<file path="config.mk">
export PLATFORM = sky130hd
export DESIGN_NAME = decodeTop
export DESIGN_NICKNAME = d
export VERILOG_FILES = /design/src/starkDecodePkg.sv /design/src/decodeTop.sv /design/src/decodeStage.sv /design/src/srcDecoder.sv /design/src/destDecoder.sv /design/src/regMapper.sv
export SDC_FILE = /design/constraint.sdc
export NUM_CORES = 1
export LEC_CHECK = 0
export ABC_AREA = 1
export BUFFER_PORTS_ARGS = -buffer_cell sky130_fd_sc_hd__buf_2
export CAP_MARGIN = 20
export CORE_AREA = 2 2 85 67
export DETAILED_ROUTE_END_ITERATION = 12
export DIE_AREA = 0 0 87 69
export PLACE_DENSITY = 0.77
export SLEW_MARGIN = 10
export SYNTH_ARGS = -nofsm -noshare
export SYNTH_HDL_FRONTEND = slang
export SYNTH_SLANG_ARGS = --single-unit
</file>
<file path="constraint.sdc">
create_clock -name clk -period 4.8 [get_ports clk]
set_input_delay 0.96 -clock clk [delete_from_list [all_inputs] [get_ports clk]]
set_output_delay 0.96 -clock clk [all_outputs]
set_load 0.1 [all_outputs]
</file>
<file path="src/starkDecodePkg.sv">
// Shared opcode, register and record types for the decode slice, imported by all RTL and the testbench
`default_nettype none

package starkDecodePkg;

	// ==================================================
	// Opcodes and instruction layout
	// ==================================================

	// Major opcode in instruction bits 5 to 0
	// Codes not listed here carry no register operands
	typedef enum logic [5:0] {
		OP_NOP     = 6'h00,
		OP_ADD     = 6'h04,
		OP_SUBF    = 6'h05,
		OP_CMP     = 6'h06,
		OP_AND     = 6'h08,
		OP_OR      = 6'h09,
		OP_XOR     = 6'h0A,
		OP_MUL     = 6'h0C,
		OP_DIV     = 6'h0D,
		OP_SHIFT   = 6'h0E,
		OP_FLT     = 6'h10,
		OP_CSR     = 6'h11,
		OP_MOV     = 6'h12,
		OP_B0      = 6'h20,
		OP_B1      = 6'h21,
		OP_BCC0    = 6'h22,
		OP_BCC1    = 6'h23,
		OP_LDB     = 6'h28,
		OP_LDBZ    = 6'h29,
		OP_LDW     = 6'h2A,
		OP_LDWZ    = 6'h2B,
		OP_LDT     = 6'h2C,
		OP_LDTZ    = 6'h2D,
		OP_LOAD    = 6'h2E,
		OP_LOADA   = 6'h2F,
		OP_AMO     = 6'h30,
		OP_CMPSWAP = 6'h31,
		OP_STORE   = 6'h32
	} opcode_t;

	// Generic three-register layout
	// MOV reuses rs2 and upper for its bank, mode and sub-function fields
	typedef struct packed {
		logic [10:0] upper;
		logic [4:0]  rs2;
		logic [4:0]  rs1;
		logic [4:0]  rd;
		opcode_t     opcode;
	} instruction_t;

	// Architectural register number
	// 0-31 integer, 32-63 float, 64-71 branch link, 120-123 banked stack pointer
	typedef logic [6:0] aregno_t;

	typedef enum logic [1:0] {
		MODE_USER    = 2'd0,
		MODE_SUPER   = 2'd1,
		MODE_HYPER   = 2'd2,
		MODE_MACHINE = 2'd3
	} operating_mode_t;

	// ==================================================
	// Records passed between the decode blocks
	// ==================================================

	typedef struct packed {
		instruction_t    instr;
		operating_mode_t mode;
	} decodeIn_t;

	// Destination result with the mode that is in force after a mode move
	typedef struct packed {
		aregno_t         rd;
		logic            rdz;
		operating_mode_t mode;
		logic            exc;
	} destInfo_t;

	typedef struct packed {
		aregno_t rs1;
		aregno_t rs2;
		logic    exc;
	} srcInfo_t;

	typedef struct packed {
		instruction_t    instr;
		operating_mode_t mode;
		aregno_t         rd;
		logic            rdz;
		aregno_t         rs1;
		aregno_t         rs2;
		logic            exc;
	} decoded_t;

	// ==================================================
	// Opcode group helpers
	// ==================================================

	function automatic logic isAluOp(input opcode_t op);
		return op inside {OP_ADD, OP_SUBF, OP_CMP, OP_AND, OP_OR, OP_XOR,
			OP_MUL, OP_DIV, OP_SHIFT};
	endfunction

	function automatic logic isBranchOp(input opcode_t op);
		return op inside {OP_B0, OP_B1, OP_BCC0, OP_BCC1};
	endfunction

	// CMPSWAP counts as a load since it returns the old memory value
	function automatic logic isLoadOp(input opcode_t op);
		return op inside {OP_LDB, OP_LDBZ, OP_LDW, OP_LDWZ, OP_LDT, OP_LDTZ,
			OP_LOAD, OP_LOADA, OP_AMO, OP_CMPSWAP};
	endfunction

endpackage

`default_nettype wire
</file>
<file path="src/decodeTop.sv">
// Top of the decode slice, connecting both register decoders to the output stage
`timescale 1ns/100ps
`default_nettype none

module decodeTop import starkDecodePkg::*; (
	input wire logic      clk,
	input wire logic      arstN,
	input wire logic      inValid,
	output logic          inReady,
	input wire decodeIn_t inData,
	output logic          outValid,
	output decoded_t      outData,
	input wire logic      outReady
);

	destInfo_t destRes;
	srcInfo_t  srcRes;

	// Both decoders look at the same input word in parallel
	destDecoder destDec (
		.inData (inData),
		.dest   (destRes)
	);

	srcDecoder srcDec (
		.inData (inData),
		.src    (srcRes)
	);

	decodeStage stage (
		.clk      (clk),
		.arstN    (arstN),
		.inValid  (inValid),
		.inReady  (inReady),
		.inData   (inData),
		.dest     (destRes),
		.src      (srcRes),
		.outValid (outValid),
		.outData  (outData),
		.outReady (outReady)
	);

endmodule

`default_nettype wire

</file>
<file path="src/decodeStage.sv">
// Merges destination and source results into the decoded record and registers it with valid/ready
`timescale 1ns/100ps
`default_nettype none

module decodeStage import starkDecodePkg::*; (
	input wire logic      clk,
	input wire logic      arstN,
	input wire logic      inValid,
	output logic          inReady,
	input wire decodeIn_t inData,
	input wire destInfo_t dest,
	input wire srcInfo_t  src,
	output logic          outValid,
	output decoded_t      outData,
	input wire logic      outReady
);

	decoded_t nextRec;
	logic     inFire;

	// ==================================================
	// Record assembly
	// ==================================================

	always_comb
	begin
		nextRec.instr = inData.instr;
		// The mode after a possible mode move travels with the record
		nextRec.mode  = dest.mode;
		nextRec.rd    = dest.rd;
		nextRec.rdz   = dest.rdz;
		nextRec.rs1   = src.rs1;
		nextRec.rs2   = src.rs2;
		// One flag is enough downstream because the cause can be read from the instruction
		nextRec.exc   = dest.exc | src.exc;
	end

	// ==================================================
	// Output register
	// ==================================================

	// The single slot can take a new record when empty or being drained
	assign inReady = ~outValid | outReady;
	assign inFire  = inValid & inReady;

	always_ff @(posedge clk or negedge arstN)
	begin
		if (!arstN)
			outValid <= 1'b0;
		else if (inFire)
			outValid <= 1'b1;
		else if (outReady)
			outValid <= 1'b0;
	end

	always_ff @(posedge clk)
	begin
		if (inFire)
			outData <= nextRec;
	end

	// A held record must not change until the consumer takes it
	holdStable: assert property (@(posedge clk) disable iff (!arstN)
		outValid && !outReady |=> $stable(outData))
		else $error("decoded record changed under back-pressure");

	// A producer that is held off keeps the same word on the input
	inputHeld: assert property (@(posedge clk) disable iff (!arstN)
		inValid && !inReady |=> inValid && $stable(inData))
		else $error("input word dropped or changed while stalled");

	inValidKnown: assert property (@(posedge clk) disable iff (!arstN)
		!$isunknown(inValid))
		else $error("inValid is unknown");

endmodule

`default_nettype wire

</file>
<file path="src/srcDecoder.sv">
// Finds both source registers of one instruction and maps them under the current mode
`timescale 1ns/100ps
`default_nettype none

module srcDecoder import starkDecodePkg::*; (
	input wire decodeIn_t inData,
	output srcInfo_t      src
);

	instruction_t ins;
	logic         movSrcBank;
	logic         regForm;
	aregno_t      rawRs1;
	aregno_t      rawRs2;
	aregno_t      mappedRs1;
	aregno_t      mappedRs2;
	logic         exc1;
	logic         exc2;

	assign ins = inData.instr;

	// MOV sub-functions 4 and above read from a banked source
	assign movSrcBank = (ins.opcode == OP_MOV) && (ins[28:26] >= 3'd4);
	// Bit 31 set means the ALU op takes an immediate in place of rs2
	assign regForm    = ins[31];

	// ==================================================
	// First source
	// ==================================================

	always_comb
	begin
		rawRs1 = 7'd0;
		if (isAluOp(ins.opcode) || isLoadOp(ins.opcode) || isBranchOp(ins.opcode)
			|| ins.opcode == OP_CSR || ins.opcode == OP_STORE)
			rawRs1 = {2'b00, ins.rs1};
		else if (ins.opcode == OP_FLT)
			rawRs1 = {2'b01, ins.rs1};
		else if (ins.opcode == OP_MOV)
			// Source bank lives in bits 20 to 19
			rawRs1 = movSrcBank ? {ins[20:19], ins.rs1} : {2'b00, ins.rs1};
	end

	// ==================================================
	// Second source
	// ==================================================

	always_comb
	begin
		rawRs2 = 7'd0;
		if (isAluOp(ins.opcode) && !regForm)
			rawRs2 = {2'b00, ins.rs2};
		else if (ins.opcode == OP_STORE || ins.opcode == OP_CMPSWAP)
			rawRs2 = {2'b00, ins.rs2};
		else if (ins.opcode == OP_FLT)
			rawRs2 = {2'b01, ins.rs2};
	end

	// Sources are read before any mode move takes effect
	regMapper rs1Map (
		.mode     (inData.mode),
		.areg     (rawRs1),
		.bankMove (movSrcBank),
		.mapped   (mappedRs1),
		.exc      (exc1)
	);

	regMapper rs2Map (
		.mode     (inData.mode),
		.areg     (rawRs2),
		.bankMove (1'b0),
		.mapped   (mappedRs2),
		.exc      (exc2)
	);

	always_comb
	begin
		src.rs1 = mappedRs1;
		src.rs2 = mappedRs2;
		src.exc = exc1 | exc2;
	end

endmodule

`default_nettype wire

</file>
<file path="src/destDecoder.sv">
// Finds the destination register of one instruction, applies mode moves and maps it through banking
`timescale 1ns/100ps
`default_nettype none

module destDecoder import starkDecodePkg::*; (
	input wire decodeIn_t inData,
	output destInfo_t     dest
);

	instruction_t    ins;
	logic [2:0]      movSubFn;
	logic            movDestBank;
	logic            modeMove;
	operating_mode_t effMode;
	aregno_t         rawRd;
	aregno_t         mappedRd;
	logic            mapExc;

	assign ins = inData.instr;

	// MOV sub-function sits in bits 28 to 26
	// Values below 4 write a banked destination
	assign movSubFn    = ins[28:26];
	assign movDestBank = (ins.opcode == OP_MOV) && (movSubFn < 3'd4);

	// ==================================================
	// Destination selection
	// ==================================================

	always_comb
	begin
		rawRd = 7'd0;
		if (isAluOp(ins.opcode) || isLoadOp(ins.opcode) || ins.opcode == OP_CSR)
			rawRd = {2'b00, ins.rd};
		else if (ins.opcode == OP_FLT)
			rawRd = {2'b01, ins.rd};
		else if (ins.opcode == OP_MOV)
		begin
			// Destination bank in bits 18 to 17 selects the register file
			if (movDestBank)
				rawRd = {ins[18:17], ins.rd};
			else
				rawRd = {2'b00, ins.rd};
		end
		else if (isBranchOp(ins.opcode))
		begin
			// Link field 0 means no link and 7 is reserved
			if (ins[8:6] == 3'd0 || ins[8:6] == 3'd7)
				rawRd = 7'd0;
			else
				rawRd = {4'b1000, ins[8:6]};
		end
	end

	// ==================================================
	// Mode move and mapping
	// ==================================================

	// Sub-function 1 is the mode move, which switches mode before the write
	assign modeMove = (ins.opcode == OP_MOV) && (movSubFn == 3'd1);
	assign effMode  = modeMove ? operating_mode_t'(ins[22:21]) : inData.mode;

	regMapper rdMap (
		.mode     (effMode),
		.areg     (rawRd),
		.bankMove (movDestBank),
		.mapped   (mappedRd),
		.exc      (mapExc)
	);

	always_comb
	begin
		dest.rd   = mappedRd;
		dest.rdz  = (mappedRd == 7'd0);
		dest.mode = effMode;
		dest.exc  = mapExc;
	end

endmodule

`default_nettype wire

</file>
<file path="src/regMapper.sv">
// Maps one architectural register under an operating mode to its banked number and flags bad numbers
`timescale 1ns/100ps
`default_nettype none

module regMapper import starkDecodePkg::*; (
	input wire operating_mode_t mode,
	input wire aregno_t         areg,
	// Set when the number came from a MOV bank field
	input wire logic            bankMove,
	output aregno_t             mapped,
	output logic                exc
);

	// ==================================================
	// Stack pointer banking
	// ==================================================

	// Each mode has its own stack pointer in 120 to 123
	// Register 31 is the stack pointer as seen by the program
	localparam aregno_t SpReg   = 7'd31;
	localparam aregno_t SpBank  = 7'd120;
	// First number past the branch-link registers
	localparam aregno_t FirstBad = 7'd72;

	logic isLinkReg;
	logic userLinkMove;

	always_comb
	begin
		if (areg == SpReg)
			mapped = SpBank + {5'd0, mode};
		else
			mapped = areg;
	end

	// ==================================================
	// Illegal register checks
	// ==================================================

	// Link registers occupy 64 to 71, so the top four bits read 1000
	assign isLinkReg = (areg[6:3] == 4'b1000);

	// User code may not reach the link registers through a bank move
	assign userLinkMove = bankMove && isLinkReg && (mode == MODE_USER);

	// Banked stack pointers and anything above the link file are not
	// reachable by number, only through register 31
	always_comb
	begin
		exc = 1'b0;
		if (areg >= FirstBad)
			exc = 1'b1;
		if (userLinkMove)
			exc = 1'b1;
	end

endmodule

`default_nettype wire

</file>
# Yosys cells after proc, flatten, opt, wreduce, memory -nomap -nowiden
# Cells that the tools add are included.
[totals]
output_inout_bits = 59
register_bits = 58
inputBits = 38
elab_cells = 106
[op_classes]
n_addsub = 2
magnitude_cmp = 5
n_eq_ne = 34
bitwise = 5
muxes = 24
n_reduce_logical = 24
[ops]
columns = ["op", "count"]
rows = [
  ["$mux 7", 15],
  ["$eq 6x6->1 const B", 15],
  ["$eq 6x4->1 const B", 6],
  ["$eq 7x5->1 const B", 3],
  ["$ge 7x7->1 const B", 3],
  ["$eq 6x3->1 const B", 3],
  ["$eq 6x5->1 const B", 3],
  ["$add 4x3->5 const A", 2],
  ["$reduce_bool 10->1", 1],
  ["$reduce_bool 9->1", 1],
  ["$eq 4x4->1 const B", 2],
  ["$logic_and 1x1->1", 8],
  ["$logic_not 7->1", 1],
  ["$logic_or 1x1->1", 7],
  ["$mux 1", 7],
  ["$mux 6", 1],
  ["$logic_not 2->1", 2],
  ["$reduce_bool 4->1", 1],
  ["$eq 3x1->1 const B", 1],
  ["$eq 3x3->1 const B", 1],
  ["$ge 3x3->1 const B", 1],
  ["$logic_not 3->1", 1],
  ["$lt 3x3->1 const B", 1],
  ["$or 1x1->1", 3],
  ["5 further kinds", 5],
]

# Logic depth before layout (Yosys ltp)
[depth]
depth_word = 13
ltp_mapped = 13

# Hierarchy
# Synthesis repeated with hierarchy kept, for this count alone.
[hier_totals]
cells_unflattened = 276
hier_area_um2 = 2801.4
[modules_own_cells]
columns = ["module", "cells_each", "instances", "area_each_um2"]
rows = [
  ["decodeStage", 64, 1, 1762.9],
  ["destDecoder", 83, 1, 380.4],
  ["regMapper", 23, 3, 117.6],
  ["srcDecoder", 60, 1, 305.3],
]

# Least setup slack after synthesis
# No wires, ideal clock.
[synth_timing]
path_kind = "input-to-reg"
startpoint = "in inValid"
endpoint = "reg, netlist name stage.outData[0]"
stages = 2
arrival_time_ps = 3774
setup_ps = 490
required_time_ps = 4310
path_buffers = 0
setup_slack_ps = 536
cell_sequence = "inv_1 a21oi_1"
[synth_via]
elab_chain_len = 1
[synth_rtl]
columns = ["item", "line", "source"]
rows = [
  ["start, declared", "decodeTop.sv:8", "input wire logic inValid,"],
  ["$and 1x1->1", "decodeStage.sv:44", "assign inFire = inValid & inReady;"],
  ["net stage.inFire", "decodeStage.sv:19", "logic inFire;"],
]
# The timed path passes the listed nets, and every way through them passes these cells.
# A chain may end at the register's enable or synchronous reset.

# Worst setup path after layout
[layout_timing]
startpoint = "in outReady"
endpoint = "out inReady"
[layout_via]
elab_chain_len = 1
[layout_rtl]
columns = ["item", "line", "source"]
rows = [
  ["start, declared", "decodeTop.sv:13", "input wire logic outReady"],
  ["$or 1x1->1", "decodeStage.sv:43", "assign inReady = ~outValid | outReady;"],
  ["end, declared", "decodeTop.sv:9", "output logic inReady,"],
]
# No other way between the ends.

==> run_results.csv <==
group,metric,value,unit
status,status,"finished clean",
power_and_ir_drop,p_int,815.1,uW
power_and_ir_drop,pwr-share-comb,24.0,%
cts,cts_setup_buffers,0,
synthesis,yosysUniqueCellTypes,25,
synthesis,postSynthCellCount,191,
timing,fin_worst_skew,0.004310,ns
placement,pre_cts_slack,2.142,ns
timing,tns,0,ns
synthesis,synth.largest_area_cell,"edfxtp_1",
synthesis,yosys-top-cells-area,"edfxtp_1 (72%), nand2_1 (6.3%), inv_1 (4.4%)",
power_and_ir_drop,ir_drop,0.0002004,V
floorplan,design.core.area,5151,um2
timing,min_period_over_period,53.29,%
cts,clock-sinks,58,
drt,vias_per_cell,4.719,
floorplan,die_w,87,um
synthesis,yosysMostFrequentCell,"edfxtp_1",
cts,numCtsBuffers,9,
flow_run,drv_cap,0,
timing,timing.fmax,0.3909,GHz
finish,syn_to_final_growth,30.87,%
global_routing,grt_pass1_wl,7.624,mm
drt,drt_wl_total,4.865,mm
timing,layout_min_cycle_time,2.558,ns
finish,utilization,60.75,%
timing,rsz0062_at_grt,"no",
synthesis,async_flop_share,1.724,%
synthesis,synth_seq_cells,58,
finish,nNetsFinal,337,
critical_path,cp_data_required_time,3.84,ns
critical_path,crit_start,"outReady",
placement,portBuffers,96,
synthesis,avgSynthCellArea,12.52,um2
timing,finalSetupViolations,0,
synthesis,synth_ff_type,"edfxtp_1",
floorplan,die_y,69,um
drt,drc,0,
critical_path,cpLargestDelayFamily,"buffers and inverters",
critical_path,cp-end-kind,"output port",
critical_path,critical_path.max_fanout,2,
power_and_ir_drop,p_seq_share,47.2,%
global_routing,antenna_found_initial,0,
finish,fillers,425,
drt,initialDrtViolationCount,112,
finish,drive_gt1_share,43.42,%
cts,ctsHoldBuffers,0,
power_and_ir_drop,clkPwrFrac,28.8,%
critical_path,r2r-start,"stage.outValid$_DFFE_PN0P_",
critical_path,worstSetupPathDepth,4,
synthesis,synth.yosys.warnings,0,
power_and_ir_drop,swShare,35.62,%
critical_path,crit_chain,"buf_2 -> inv_1 -> nand2_1 -> buf_2",
global_routing,grt_pass1_vias,1686,
synthesis,synth_nets,229,
timing,worst_pin_slew,0.8526,ns
drt,antenna_left,0,
cts,clk_latency,0.33,ns
timing,fin_ws,2.242,ns
drt,wl_per_cell,13.29,um
placement,gp_congestion,0.8095,
timing,max_slew_margin,43.04,%
cts,max-clock-path-buffers,2,
cts,cts_max_level,3,
critical_path,critPathBufInv,3,
timing,hold_ws,0.3857,ns
finish,seq_area,1737,um2
critical_path,worstReg2RegEnd,"stage.outData[17]$_DFFE_PP_",
critical_path,crit_path_start_kind,"input port",
critical_path,crit_slowest_cell,"buf_2",
synthesis,synth_top_area_share,71.59,%
cts,clock-root-buffer,"clkbuf_8",
timing,final_hold_viol_count,0,
synthesis,synth-edff-count,57,
critical_path,crit_top_cell,"buf_2",
synthesis,synth_commonest_cells,"edfxtp_1 (57), nand2_1 (40), inv_1 (28)",
timing,drv_slew,0,
power_and_ir_drop,powerDensity,404.6,nW/um2
floorplan,ioPinCount,97,
global_routing,grt_max_degree,32,
critical_path,rrSetupSlack,2.84,ns
power_and_ir_drop,p_leak,0.001444,uW
cts,cts_tree,"done",
floorplan,start_util,46.42,%
critical_path,worst_path_largest_cell_delay,0.43,ns
synthesis,yosysSeqAreaShare,72.63,%
floorplan,die-area,6003,um2
cts,cts_resized,0,
critical_path,reg2reg_depth,2,
power_and_ir_drop,fin_total_pwr,1266,uW
power_and_ir_drop,switchingPower,451.1,uW
critical_path,endpoint,"inReady",
global_routing,grt.overflow.total,0,
floorplan,rows,23,
drt,vias,1727,
synthesis,netlist_area,2391,um2
min_path,hold_path_class,"in2async",
global_routing,track_usage,17.04,%
finish,num_antenna_cells,0,
drt,dr.pass1.iters,4,
critical_path,crit_type,"in2out",
placement,place_hpwl,3.744,mm
cts,clk_pin_slew,0.06,ns
critical_path,critical_path_arrival,1.60,ns
finish,multiInputGateArea,549.3,um2
sequential cells by signal, summed over array words and instances, names as in the netlist:
register        count
stage.outData      57
stage.outValid      1
worst min-delay path by stage:
stage	to	slack, ns
finish	stage.outValid$_DFFE_PN0P_	0.39
detailed placement	stage.outValid$_DFFE_PN0P_	0.57
global placement	stage.outValid$_DFFE_PN0P_	0.57
floorplan	stage.outValid$_DFFE_PN0P_	0.66
global route	stage.outValid$_DFFE_PN0P_	0.37
CTS	stage.outValid$_DFFE_PN0P_	0.37
placed cells by master (no fill, tap or decap), types with 2 or more instances in the layout:
cell type / synthesis / final
nand2_2: 3 / 3
a21oi_1: 4 / 3
edfxtp_1: 57 / 57
inv_2: 2 / 2
clkinvlp_4: 0 / 2
nand4_1: 3 / 3
clkbuf_8: 0 / 9
inv_1: 28 / 28
buf_2: 0 / 96
nor2_1: 18 / 18
nor2_4: 4 / 4
nand3_2: 2 / 2
o21ai_2: 4 / 4
clkinv_2: 0 / 3
nand3_1: 9 / 9
o21ai_0: 5 / 5
nand2_1: 40 / 40
clkinv_1: 1 / 2
cell type report:
cell class / instances / area share [%]
Tap cell: 62 / 2.479
Clock inverter: 6 / 1.080
Sequential cell: 58 / 55.50
Timing Repair Buffer: 97 / 15.59
Inverter: 31 / 3.719
Clock buffer: 10 / 4.078
Multi-Input combinational cell: 102 / 17.55
cells by family after synthesis:
kind of cell	Yosys count	synth area share, %
AND/OR/NAND/NOR	86	17.95
flip-flops	58	72.63
buffers and inverters	31	4.866
AO/OA/AOI/OAI	16	4.552
metal layers:
layer | GRT usage (%) | part of all wire, % | vias to the layer above
met5 | 0 | 0 | -
met2 | 25.45 | 45 | 67
met4 | 6.771 | 1.1 | 0
li1 | - | - | 868
met1 | 21.44 | 45 | 784
met3 | 7.904 | 8.7 | 8
power groups by stage:
| stage | clock, uW | combinational, uW | sequential [uW] |
|---|---|---|---|
| after floorplan | 0 | 44.5 | 810 |
| after global placement | 0 | 301 | 609 |
| after detailed placement | 0 | 304 | 609 |
| after CTS | 377 | 305 | 598 |
| after global routing | 395 | 316 | 600 |
| final | 365 | 303 | 598 |
worst reg2reg max path, cell delays in order, from the launching register on:
cell and delay [ns]:
dfrtp_1 0.42, a21oi_4 0.70, buf_4 0.49
per-stage QoR:
stage / area, um2 / std cells
final: 3129 / 366
after global routing: 3129 / 366
after CTS: 3129 / 366
after detailed placement: 2968 / 350
after global placement: 2968 / 350
after floorplan: 2391 / 191
Power figures use the tool's default switching activity.
